File: config.mk
export PLATFORM = sky130hd
export DESIGN_NAME = otp_part_buf
export DESIGN_NICKNAME = d
export VERILOG_FILES = /design/src/otp_part_pkg.sv /design/src/otp_buf_if.sv /design/src/otp_part_cnt.sv /design/src/otp_part_buffer.sv /design/src/otp_part_lock.sv /design/src/otp_part_fsm.sv /design/src/otp_part_buf.sv
export SDC_FILE = /design/constraint.sdc
export NUM_CORES = 1
export LEC_CHECK = 0
export BUFFER_PORTS_ARGS = -buffer_cell sky130_fd_sc_hd__buf_4
export CAP_MARGIN = 20
export CORE_MARGIN = 1.5
export CORE_UTILIZATION = 35
export DETAILED_ROUTE_END_ITERATION = 12
export PLACE_DENSITY = 0.66
export SLEW_MARGIN = 20
export SYNTH_ARGS = -nofsm -noshare
export SYNTH_HDL_FRONTEND = slang
export SYNTH_SLANG_ARGS = --single-unit
File: constraint.sdc
create_clock -name clk_i -period 3.8 [get_ports clk_i]
set_clock_uncertainty 0.1 [all_clocks]
set_input_delay 0.19 -clock clk_i [delete_from_list [all_inputs] [get_ports clk_i]]
set_output_delay 0.19 -clock clk_i [all_outputs]
set_load 0.05 [all_outputs]
File: src/otp_part_pkg.sv
// Geometry and codes for one fixed 64-byte OTP partition of eight 64-bit blocks
// The last block holds the digest, and NumBlocks must be a power of two
// OTP addresses are 16-bit words, hence the shift by one from byte addresses

package otp_part_pkg;

  ////////////////////////////////////////////////////////////////////////////
  // Partition geometry
  ////////////////////////////////////////////////////////////////////////////

  localparam int unsigned BlockWidth = 64;
  localparam int unsigned NumBlocks = 8;
  localparam int unsigned CntWidth = 3;
  localparam int unsigned PartDataWidth = NumBlocks * BlockWidth;

  // Byte and word addressing towards the macro
  localparam int unsigned OtpByteAddrWidth = 12;
  localparam int unsigned OtpAddrShift = 1;
  localparam int unsigned OtpAddrWidth = 11;
  localparam logic [OtpByteAddrWidth-1:0] PartOffset = 12'h040;

  // Transfer size is in 16-bit words minus one
  localparam int unsigned OtpSizeWidth = 2;
  localparam logic [OtpSizeWidth-1:0] OtpBlockSize = 2'd3;

  // Non-zero digest locks the partition for software
  localparam bit DigestReadLock = 1'b1;
  localparam bit DigestWriteLock = 1'b1;

  ////////////////////////////////////////////////////////////////////////////
  // Error codes and macro commands
  ////////////////////////////////////////////////////////////////////////////

  typedef enum logic [2:0] {
    NoError             = 3'h0,
    MacroError          = 3'h1,
    MacroEccCorrError   = 3'h2,
    MacroEccUncorrError = 3'h3,
    CheckFailError      = 3'h4,
    FsmStateError       = 3'h5
  } otp_err_e;

  // ReadRaw skips ECC decoding in the macro
  typedef enum logic {
    Read    = 1'b0,
    ReadRaw = 1'b1
  } otp_cmd_e;

endpackage : otp_part_pkg

File: src/otp_buf_if.sv
// Write and read port of the block buffer, as seen from the partition FSM
// rdata and par_err are combinational, a write lands on the next edge

`timescale 1ns/1ps

interface otp_buf_if
  import otp_part_pkg::*;
();

  // Write strobe and block index
  logic                  wr_en;
  logic [CntWidth-1:0]   addr;
  logic [BlockWidth-1:0] wdata;
  // Block at addr
  logic [BlockWidth-1:0] rdata;
  // Parity mismatch in any stored block
  logic                  par_err;

  modport fsm (
    output wr_en, addr, wdata,
    input  rdata, par_err
  );

  // Storage side
  modport buffer (
    input  wr_en, addr, wdata,
    output rdata, par_err
  );

endinterface : otp_buf_if

File: src/otp_part_cnt.sv
// Block counter kept twice, once counting up from zero and once down from max
// The sum of both must always equal max, else err_o flags a fault
// Never incremented past NumBlocks-1 by the FSM

`timescale 1ns/1ps

module otp_part_cnt
  import otp_part_pkg::*;
(
  input  logic                clk_i,
  input  logic                rst_ni,
  input  logic                clr_i,
  input  logic                en_i,
  output logic [CntWidth-1:0] cnt_o,
  output logic                err_o
);

  logic [CntWidth-1:0] up_q;
  logic [CntWidth-1:0] dn_q;

  // Clear wins over enable
  always_ff @(posedge clk_i or negedge rst_ni) begin
    if (!rst_ni) begin
      up_q <= '0;
      dn_q <= CntWidth'(NumBlocks - 1);
    end else if (clr_i) begin
      up_q <= '0;
      dn_q <= CntWidth'(NumBlocks - 1);
    end else if (en_i) begin
      up_q <= up_q + 1'b1;
      dn_q <= dn_q - 1'b1;
    end
  end

  assign cnt_o = up_q;

  // Up plus down is constant as long as both copies move in step
  assign err_o = CntWidth'(up_q + dn_q) != CntWidth'(NumBlocks - 1);

endmodule : otp_part_cnt

File: src/otp_part_buffer.sv
// Eight-block buffer, one even parity bit per block
// Cleared to zero at reset, which is a parity-consistent value
// Digest is the top block and is never gated here

`timescale 1ns/1ps

module otp_part_buffer
  import otp_part_pkg::*;
(
  input  logic                     clk_i,
  input  logic                     rst_ni,
  otp_buf_if.buffer                buf_i,
  output logic [PartDataWidth-1:0] data_o,
  output logic [BlockWidth-1:0]    digest_o
);

  logic [BlockWidth-1:0] data_q [NumBlocks];
  logic [NumBlocks-1:0]  par_q;

  ////////////////////////////////////////////////////////////////////////////
  // Storage
  ////////////////////////////////////////////////////////////////////////////

  always_ff @(posedge clk_i or negedge rst_ni) begin
    if (!rst_ni) begin
      for (int i = 0; i < NumBlocks; i++) begin
        data_q[i] <= '0;
      end
      par_q <= '0;
    end else if (buf_i.wr_en) begin
      data_q[buf_i.addr] <= buf_i.wdata;
      // Parity taken on the way in
      par_q[buf_i.addr]  <= ^buf_i.wdata;
    end
  end

  ////////////////////////////////////////////////////////////////////////////
  // Read side
  ////////////////////////////////////////////////////////////////////////////

  assign buf_i.rdata = data_q[buf_i.addr];

  // Every block is checked all the time, not just the addressed one
  always_comb begin
    buf_i.par_err = 1'b0;
    for (int i = 0; i < NumBlocks; i++) begin
      buf_i.par_err = buf_i.par_err | ((^data_q[i]) ^ par_q[i]);
    end
  end

  // Block 0 sits in the low bits
  always_comb begin
    data_o = '0;
    for (int i = 0; i < NumBlocks; i++) begin
      data_o[i*BlockWidth +: BlockWidth] = data_q[i];
    end
  end

  assign digest_o = data_q[NumBlocks-1];

endmodule : otp_part_buffer

File: src/otp_part_lock.sv
// Lock aggregation for software access, registered one cycle
// Locks reset to 1 and stay high until the partition is released
// Data output is zero while the FSM holds the partition locked

`timescale 1ns/1ps

module otp_part_lock
  import otp_part_pkg::*;
(
  input  logic                     clk_i,
  input  logic                     rst_ni,
  input  logic                     locked_i,
  input  logic                     read_lock_i,
  input  logic                     write_lock_i,
  input  logic [PartDataWidth-1:0] data_i,
  input  logic [BlockWidth-1:0]    digest_i,
  output logic                     read_lock_o,
  output logic                     write_lock_o,
  output logic                     init_done_o,
  output logic [PartDataWidth-1:0] data_o
);

  logic digest_set;
  logic read_lock_d;
  logic write_lock_d;

  // Any non-zero digest counts as a finalized partition
  assign digest_set = |digest_i;

  assign read_lock_d  = read_lock_i | locked_i | (DigestReadLock & digest_set);
  assign write_lock_d = write_lock_i | locked_i | (DigestWriteLock & digest_set);

  always_ff @(posedge clk_i or negedge rst_ni) begin
    if (!rst_ni) begin
      read_lock_o  <= 1'b1;
      write_lock_o <= 1'b1;
    end else begin
      read_lock_o  <= read_lock_d;
      write_lock_o <= write_lock_d;
    end
  end

  // Released data only
  assign init_done_o = ~locked_i;
  assign data_o      = locked_i ? '0 : data_i;

endmodule : otp_part_lock

File: src/otp_part_fsm.sv
// Partition FSM for init readout, background consistency check and terminal error
// One OTP transaction at a time with the request held until grant
// Error state is only left by reset, and acks are held high there

`timescale 1ns/1ps

module otp_part_fsm
  import otp_part_pkg::*;
(
  input  logic                        clk_i,
  input  logic                        rst_ni,
  input  logic                        init_req_i,
  input  logic                        cnsty_chk_req_i,
  input  logic                        escalate_en_i,
  input  logic                        check_byp_en_i,
  output logic                        cnsty_chk_ack_o,
  output otp_err_e                    error_o,
  output logic                        fsm_err_o,
  output logic                        locked_o,
  // OTP macro port
  output logic                        otp_req_o,
  output otp_cmd_e                    otp_cmd_o,
  output logic [OtpSizeWidth-1:0]     otp_size_o,
  output logic [OtpAddrWidth-1:0]     otp_addr_o,
  input  logic                        otp_gnt_i,
  input  logic                        otp_rvalid_i,
  input  logic [BlockWidth-1:0]       otp_rdata_i,
  input  otp_err_e                    otp_err_i,
  // Block counter
  input  logic [CntWidth-1:0]         cnt_i,
  input  logic                        cnt_err_i,
  output logic                        cnt_clr_o,
  output logic                        cnt_en_o,
  // Buffer port
  otp_buf_if.fsm                      buf_o
);

  // Sparse encoding with minimum Hamming distance 3
  typedef enum logic [7:0] {
    ResetSt         = 8'b1011_0010,
    InitSt          = 8'b0110_1100,
    InitWaitSt      = 8'b1100_0111,
    IdleSt          = 8'b0001_1011,
    CnstyReadSt     = 8'b1010_1101,
    CnstyReadWaitSt = 8'b0111_0001,
    ErrorSt         = 8'b1101_1110
  } state_e;

  state_e   state_d, state_q;
  otp_err_e error_d, error_q;
  logic     locked_d, locked_q;
  logic     last_blk;
  logic     blk_match;
  logic     otp_ok;
  logic [OtpByteAddrWidth-1:0] byte_addr;

  assign last_blk  = cnt_i == CntWidth'(NumBlocks - 1);
  assign blk_match = otp_rdata_i == buf_o.rdata;
  // Correctable ECC hits still deliver good data
  assign otp_ok    = otp_err_i inside {NoError, MacroEccCorrError};

  ////////////////////////////////////////////////////////////////////////////
  // Next state logic
  ////////////////////////////////////////////////////////////////////////////

  always_comb begin
    state_d         = state_q;
    error_d         = error_q;
    locked_d        = locked_q;
    otp_req_o       = 1'b0;
    cnt_clr_o       = 1'b0;
    cnt_en_o        = 1'b0;
    buf_o.wr_en     = 1'b0;
    cnsty_chk_ack_o = 1'b0;
    fsm_err_o       = 1'b0;

    unique case (state_q)
      // Wait for the one init pulse after power up
      ResetSt: begin
        if (init_req_i) begin
          state_d   = InitSt;
          cnt_clr_o = 1'b1;
        end
      end
      // Hold the request until the macro takes it
      InitSt: begin
        otp_req_o = 1'b1;
        if (otp_gnt_i) begin
          state_d = InitWaitSt;
        end
      end
      // Store the returned block, then next block or release
      InitWaitSt: begin
        if (otp_rvalid_i) begin
          if (otp_ok) begin
            buf_o.wr_en = 1'b1;
            if (last_blk) begin
              state_d  = IdleSt;
              locked_d = 1'b0;
            end else begin
              state_d  = InitSt;
              cnt_en_o = 1'b1;
            end
            if (otp_err_i != NoError) begin
              error_d = MacroEccCorrError;
            end
          end else begin
            state_d = ErrorSt;
            error_d = otp_err_i;
          end
        end
      end
      IdleSt: begin
        if (cnsty_chk_req_i) begin
          state_d   = CnstyReadSt;
          cnt_clr_o = 1'b1;
        end
      end
      CnstyReadSt: begin
        otp_req_o = 1'b1;
        if (otp_gnt_i) begin
          state_d = CnstyReadWaitSt;
        end
      end
      // Compare against the buffer unless the compare is bypassed
      CnstyReadWaitSt: begin
        if (otp_rvalid_i) begin
          if (otp_ok) begin
            if (otp_err_i != NoError) begin
              error_d = MacroEccCorrError;
            end
            if (blk_match || check_byp_en_i) begin
              if (last_blk) begin
                state_d         = IdleSt;
                cnsty_chk_ack_o = 1'b1;
              end else begin
                state_d  = CnstyReadSt;
                cnt_en_o = 1'b1;
              end
            end else begin
              state_d         = ErrorSt;
              error_d         = CheckFailError;
              cnsty_chk_ack_o = 1'b1;
            end
          end else begin
            state_d         = ErrorSt;
            error_d         = otp_err_i;
            cnsty_chk_ack_o = 1'b1;
          end
        end
      end
      // Terminal state with data locked down and checks answered at once
      ErrorSt: begin
        locked_d        = 1'b1;
        cnsty_chk_ack_o = 1'b1;
      end
      // Glitched into an unused encoding
      default: begin
        state_d   = ErrorSt;
        error_d   = FsmStateError;
        fsm_err_o = 1'b1;
      end
    endcase

    // Buffer corruption
    if (buf_o.par_err) begin
      state_d = ErrorSt;
      if (state_q != ErrorSt) begin
        error_d = CheckFailError;
      end
    end

    // Escalation or counter fault overrides everything
    if (escalate_en_i || cnt_err_i) begin
      state_d   = ErrorSt;
      fsm_err_o = 1'b1;
      if (state_q != ErrorSt) begin
        error_d = FsmStateError;
      end
    end
  end

  ////////////////////////////////////////////////////////////////////////////
  // Address and datapath
  ////////////////////////////////////////////////////////////////////////////

  // Blocks are 8 bytes apart and the macro takes 16-bit word addresses
  assign byte_addr  = PartOffset + OtpByteAddrWidth'({cnt_i, {$clog2(BlockWidth/8){1'b0}}});
  assign otp_addr_o = OtpAddrWidth'(byte_addr >> OtpAddrShift);
  assign otp_size_o = OtpBlockSize;
  assign otp_cmd_o  = Read;

  assign buf_o.addr  = cnt_i;
  assign buf_o.wdata = otp_rdata_i;

  assign error_o  = error_q;
  assign locked_o = locked_q;

  always_ff @(posedge clk_i or negedge rst_ni) begin
    if (!rst_ni) begin
      state_q  <= ResetSt;
      error_q  <= NoError;
      locked_q <= 1'b1;
    end else begin
      state_q  <= state_d;
      error_q  <= error_d;
      locked_q <= locked_d;
    end
  end

endmodule : otp_part_fsm

File: src/otp_part_buf.sv
// Buffered OTP partition, 64 bytes at PartOffset, last block is the digest
// init_req_i is expected once per power cycle
// Escalation and lock inputs are single active-high bits

`timescale 1ns/1ps

module otp_part_buf
  import otp_part_pkg::*;
(
  input  logic                     clk_i,
  input  logic                     rst_ni,
  input  logic                     init_req_i,
  output logic                     init_done_o,
  input  logic                     cnsty_chk_req_i,
  output logic                     cnsty_chk_ack_o,
  input  logic                     escalate_en_i,
  input  logic                     check_byp_en_i,
  output otp_err_e                 error_o,
  output logic                     fsm_err_o,
  // Software locks in, aggregated locks out
  input  logic                     read_lock_i,
  input  logic                     write_lock_i,
  output logic                     read_lock_o,
  output logic                     write_lock_o,
  output logic [BlockWidth-1:0]    digest_o,
  output logic [PartDataWidth-1:0] data_o,
  // OTP macro port
  output logic                     otp_req_o,
  output otp_cmd_e                 otp_cmd_o,
  output logic [OtpSizeWidth-1:0]  otp_size_o,
  output logic [OtpAddrWidth-1:0]  otp_addr_o,
  input  logic                     otp_gnt_i,
  input  logic                     otp_rvalid_i,
  input  logic [BlockWidth-1:0]    otp_rdata_i,
  input  otp_err_e                 otp_err_i
);

  logic                     locked;
  logic                     cnt_clr;
  logic                     cnt_en;
  logic                     cnt_err;
  logic [CntWidth-1:0]      cnt;
  logic [PartDataWidth-1:0] buf_data;

  otp_buf_if u_buf_if ();

  otp_part_fsm u_fsm (
    .clk_i           (clk_i),
    .rst_ni          (rst_ni),
    .init_req_i      (init_req_i),
    .cnsty_chk_req_i (cnsty_chk_req_i),
    .escalate_en_i   (escalate_en_i),
    .check_byp_en_i  (check_byp_en_i),
    .cnsty_chk_ack_o (cnsty_chk_ack_o),
    .error_o         (error_o),
    .fsm_err_o       (fsm_err_o),
    .locked_o        (locked),
    .otp_req_o       (otp_req_o),
    .otp_cmd_o       (otp_cmd_o),
    .otp_size_o      (otp_size_o),
    .otp_addr_o      (otp_addr_o),
    .otp_gnt_i       (otp_gnt_i),
    .otp_rvalid_i    (otp_rvalid_i),
    .otp_rdata_i     (otp_rdata_i),
    .otp_err_i       (otp_err_i),
    .cnt_i           (cnt),
    .cnt_err_i       (cnt_err),
    .cnt_clr_o       (cnt_clr),
    .cnt_en_o        (cnt_en),
    .buf_o           (u_buf_if.fsm)
  );

  otp_part_cnt u_cnt (
    .clk_i  (clk_i),
    .rst_ni (rst_ni),
    .clr_i  (cnt_clr),
    .en_i   (cnt_en),
    .cnt_o  (cnt),
    .err_o  (cnt_err)
  );

  otp_part_buffer u_buffer (
    .clk_i    (clk_i),
    .rst_ni   (rst_ni),
    .buf_i    (u_buf_if.buffer),
    .data_o   (buf_data),
    .digest_o (digest_o)
  );

  otp_part_lock u_lock (
    .clk_i        (clk_i),
    .rst_ni       (rst_ni),
    .locked_i     (locked),
    .read_lock_i  (read_lock_i),
    .write_lock_i (write_lock_i),
    .data_i       (buf_data),
    .digest_i     (digest_o),
    .read_lock_o  (read_lock_o),
    .write_lock_o (write_lock_o),
    .init_done_o  (init_done_o),
    .data_o       (data_o)
  );

endmodule : otp_part_buf

# Yosys cells after proc, flatten, opt, wreduce, memory -nomap -nowiden
# Cells that the tools add are included.
[op_classes]
add_sub_neg = 4
multipliers = 0
div = 0
n_lt_le_gt_ge = 4
n_eq_ne = 22
shifts = 0
n_mux = 64
bitwise_logic = 21
n_reduce_logical = 24
[ops]
columns = ["op", "n"]
rows = [
  ["XOR reduction 64 bit", 9],
  ["bitwise mux 512 bit", 1],
  ["2-to-1 mux 512 bit", 1],
  ["binary-select mux 64 bit (select 3 bit)", 1],
  ["demux 64 bit (select 3 bit)", 1],
  ["2-to-1 mux 64 bit", 3],
  ["2-to-1 mux 8 bit", 12],
  ["equality test 64 bit", 1],
  ["OR reduction 64 bit", 1],
  ["case mux 8 bit (7 select lines)", 1],
  ["2-to-1 mux 3 bit", 14],
  ["equality test 8 bit, second input constant", 4],
  ["!= test 4 x 3 -> 1 bit, second input constant", 6],
  ["2-to-1 mux 1 bit", 22],
  ["equality test 8 x 7 -> 1 bit, second input constant", 2],
  ["OR 1 bit", 11],
  ["case mux 3 bit (3 select lines)", 1],
  ["adder 7 x 6 -> 8 bit, first input constant", 1],
  ["bitwise mux 8 bit", 1],
  ["equality test 8 x 5 -> 1 bit, second input constant", 1],
  ["!= test 8 bit, second input constant", 1],
  ["case mux 1 bit (2 select lines)", 4],
  ["bitwise XOR 1 bit", 8],
  ["2-to-1 mux 7 bit", 1],
  ["26 further kinds", 31],
]
[totals]
regBits = 540
latchBits = 0
ramBits = 0
romBits = 0
inputBits = 77
out_inout_bits = 599
wordCells = 155
n_memories = 0

# Logic depth before layout (Yosys ltp)
[depth]
depth_word = 14
ltp_mapped = 14
mapped_depth_nobuf = 12

# Hierarchy
# From an unflattened synthesis, not the netlist that was laid out.
[unflattened]
cells_unflattened = 3227
hier_area_um2 = 35654.2
[modules_own_cells]
columns = ["module", "n_inst", "cells_per_inst", "area_per_inst_um2", "seq_area_each_um2"]
rows = [
  ["otp_part_buffer", 1, 2307, 29273.1, 13012.5],
  ["otp_part_lock", 1, 597, 3683.5, 52.6],
  ["otp_part_fsm", 1, 291, 2328.5, 306.5],
  ["otp_part_cnt", 1, 32, 369.1, 153.9],
]

# Worst setup path after synthesis
# OpenSTA, ideal clock, no wires.
[synth_timing]
path_kind = "register to output"
start = "reg u_cnt.up_q[1], in the netlist u_cnt.cnt_o[1]"
end = "out cnsty_chk_ack_o"
t_arrival_ns = 3.906
required_time_ns = 3.510
setup_slack_ns = -0.396
path_stages_with_launch = 12
path_cell_list = "dfrtp_1 buf_2 clkbuf_1 buf_2 buf_2 mux2i_1 xor2_1 nand4_1 nor3_1 a31oi_2 nor3_1 o21ai_0"
[synth_between]
elab_chain_cells = 10
[synth_rtl]
columns = ["item", "line_no", "rtl"]
rows = [
  ["start: declaration", "otp_part_cnt.sv:18", "logic [CntWidth-1:0] up_q;"],
  ["start signal: assignment", "otp_part_cnt.sv:30", "up_q <= up_q + 1'b1;"],
  ["NOT 3 -> 4 bit (implied by the code)", "otp_part_buffer.sv:41", "assign buf_i.rdata = data_q[buf_i.addr];"],
  ["binary-select mux 64 bit (select 3 bit)", "otp_part_buffer.sv:41", ""],
  ["2-to-1 mux 64 bit (implied by the code) (2 in series)", "otp_part_buffer.sv:41", ""],
  ["equality test 64 bit", "otp_part_fsm.sv:58", "assign blk_match = otp_rdata_i == buf_o.rdata;"],
  ["logical OR 1 bit", "otp_part_fsm.sv:132", "if (blk_match || check_byp_en_i) begin"],
  ["2-to-1 mux 1 bit *", "otp_part_fsm.sv:132", ""],
  ["2-to-1 mux 1 bit *", "otp_part_fsm.sv:128", "if (otp_ok) begin"],
  ["2-to-1 mux 1 bit *", "otp_part_fsm.sv:127", "if (otp_rvalid_i) begin"],
  ["case mux 1 bit (2 select lines) *", "otp_part_fsm.sv:77", "unique case (state_q)"],
  ["end: declaration", "otp_part_buf.sv:15", "output logic cnsty_chk_ack_o,"],
]
# Every way passes the cells marked *; elsewhere a longest branch is shown, timed or not. The select of a mux whose other input is x is not followed.

# Worst setup path after layout
[layout_timing]
start = "reg u_cnt.up_q[0], in the netlist u_cnt.cnt_o[0]"
end = "out cnsty_chk_ack_o"
# Same word-level chain as after synthesis.

==> summary.md <==
| Metric | Value |
|---|---|
| Status | complete, but fails checks |
| Failing checks | setup timing |
| First-pass GRT wire length | between 200000 and 250000 um |
| Predominant post-synthesis flop cell | dfrtp_1 |
| # H-tree levels | 2 |
| Worst setup startpoint | u_cnt.cnt_o[0] |
| Critical path capture point type | output pin |
| Pwr dens | 290 nW/um2 |
| Netlist cell types | between 50 and 60 |
| Final setup viols | 11 |
| DRT antenna net count | 0 |
| Worst-Skew Late Latency | between 600 and 700 ps |
| Leak | around 20 nW |
| Type of the most critical hold path | in2reg |
| Largest net degree at the start of global routing | 162 |
| Clock Sinks | 540 |
| Drt wl/cell | between 20 and 30 um |
| Clock Tree Buf Depth | 3 |
| Max rail drop VDD | approximately 0.33 mV |
| Worst-path clk slew | 60 ps |
| Mapped cell area | ~35000 um2 |
| Drt first pass iters | 7 |
| Worst-Margin Slew | around 840 ps |
| Total grt overflow | 0 |
| Crit path max fanout | 6 |
| Hold path startpoint | cnsty_chk_req_i |
| Final critical-path share of the clock period | 112% |
| Setup TNS | -2380 ps |
| HPWL after detailed placement | about 120000 um |
| CP arrival | roughly 4000 ps |
| Normalized max-slew margin | between 40% and 50% |
| DRT iter0 DRCs | 2231 |
| Reg-to-reg startpoint | u_cnt.cnt_o[0] |
| Rows | about 120 |
| FMAX | 235 MHz |
| Initial antenna violation count | 1 |
| Syn_area_per_cell | about 11 um2 |
| Sequential area share after synthesis | approximately two fifths |
| Routed wire length | around 150000 um |
| Core area | roughly 100000 um2 |
| Post-synth EDFFs | 0 |
| Fraction of layout instances using a drive strength above 1 | a little over two fifths |
| Number of synthesized register bits | 540 |
| Gpl congestion | between 0.9 and 1 |
| Via count | approximately 27000 |
| Starting Density | a little over a third |
| Max cap viols | 0 |
| Final hold violation count | 0 |
| Root Buffer | clkbuf_16 |
| P&R area growth vs syn | 30.3% |
| Post-synthesis async set-or-reset flop share | 100% |
| Die Height | 317 um |
| Die Width | between 300 and 400 um |
| Nets@finish | just under 4000 |
| FILL cells | between 9000 and 10000 |
| CTS Buf Count | 61 |
| DR vias/cell | about 5.2 |
| Fin util | between 40% and 50% |
| Min cycle time layout | about 4200 ps |
| WP data required | 3510 ps |
| Slew Viols, Final | 0 |
| I/O pins | between 600 and 700 |
| Vias in the first global route | 26900 |
| Buffers on Ports | between 600 and 700 |
| Total track usage | 29.5% |
| Die ar. | about 100000 um2 |
| CTS tree | yes |
| Crit Path Category | reg2out |
| Worst Setup Start Kind | register |
| Fin worst setup slack | -447 ps |
| Drt drc | 0 |
| Mapped Cells | 3070 |
| RSZ-0062 raised after global routing | true |
| Synth warn | 0 |
[where the power goes]
part	internal [mW]	total [mW]	switching (mW)
clock	3.63	6.23	2.60
combinational	0.391	1.08	0.690
sequential	5.75	5.75	0.00190
[critical path, stage by stage (launching register included)]
cell and delay (ps):
dfrtp_4 510, buf_12 160, bufbuf_16 280, buf_4 160, buf_4 140, mux4_2 280
mux2i_1 260, xnor2_1 130, nor4_1 270, nand4_1 150, nor3_2 250, a31oi_4 160
buf_6 160, nor3_4 110, o21ai_2 100, buf_6 170
[through the flow]
| stage | instances | instance area (um2) | setup slack [ps] | power, mW | hold WS (ps) |
|---|---|---|---|---|---|
| after floorplan | 3079 | 34600 | 43.4 | 6.32 | -206 |
| after global placement | 4952 | 41700 | -146 | 6.84 | 153 |
| after detailed placement | 4952 | 41700 | -154 | 6.84 | 148 |
| after CTS | 5153 | 44800 | -499 | 13.1 | 15.3 |
| after global routing | 5156 | 45000 | -577 | 13.4 | 44.1 |
| final | 5159 | 45000 | -447 | 13.1 | 54.6 |
[metal layers]
metal,vias up,share of wire [%],GRT usage (%)
met5,-,0,0
met4,0,3.6,9.68
met3,212,7.7,6.59
met2,1141,48,48.3
met1,14000,41,38.6
li1,11800,-,-
[cell families (layout without fill, tap and decap cells)]
kind of cell	count (synthesis)	after routing	synth area share (%)
simple gates	714	714	11.6
mux	667	667	24.7
xor+xnor	606	606	15.6
flops	540	540	39.2
buf+inv	375	1165	5.19
compound gates	129	129	2.31
fa+ha+maj	37	37	1.36
other cells	2	14	0.0218
[registers in the layout, summed over array words and instances (netlist names)]
name	flops
u_buffer.digest_o	64
u_fsm.error_o	3
u_buffer.par_q	8
u_cnt.cnt_o	3
u_fsm.state_q	8
u_buffer.data_o	448
u_lock.write_lock_o	1
u_fsm.locked_o	1
u_lock.read_lock_o	1
u_cnt.dn_q	3
[layout make-up]
type	instances	area, um2	share of cell area [%]
Multi-Input combinational cell	2164	19500	43.4
Tap cell	1287	1610	3.58
Antenna cell	3	7.51	0.0167
Sequential cell	540	13500	30.1
Inverter	69	259	0.576
Clock inverter	27	307	0.681
Clock buffer	87	1770	3.93
Timing Repair Buffer	982	7980	17.7
[cells in the final DEF, fill, tap and decap left out, types with 36 or more instances in the layout]
master	count
buf_4	870
clkbuf_16	63
dfrtp_1	527
dlygate4sd3_1	73
ha_1	36
inv_1	69
mux2_2	474
mux2i_1	84
mux4_2	100
nand2_1	88
nor2_1	81
nor2b_1	452
o21ai_0	73
xnor2_1	506
xor2_1	89
[synthesized netlist by cell type (all sizes together) (36+ instances only)]
master,instances,share of area [%]
o21ai,75,1.1
clkbuf,177,1.9
mux4,100,6.5
xor2,89,2.3
nor2b,452,8.2
buf,129,2.5
inv,69,0.75
dfrtp,530,38
mux2i,87,2.5
ha,36,1.3
nor2,87,0.95
nand2,93,1.0
mux2,480,16
xnor2,512,13
[worst paths after layout]
path,end,cells past startpoint,slack (ps)
max,cnsty_chk_ack_o,15,-450
min reg2reg,u_buffer.par_q[1],1,440
max reg2reg,u_cnt.cnt_o[1],18,-330
min in group asynchronous,u_buffer.data_o[53],2,60
min,u_cnt.cnt_o[0],3,50
max in group asynchronous,u_buffer.data_o[5],3,2480
[repair_timing]
action / CTS / global route
endpoints found under the setup margin: 11 / 18
cloned: 1 / 0
hold buffers: 73 / 0
setup buffers: 13 / 4
hold endpoints to repair: 583 / 0
resized for setup: 21 / 31
pin swaps: 11 / 21
Power figures use the tool's default switching activity.
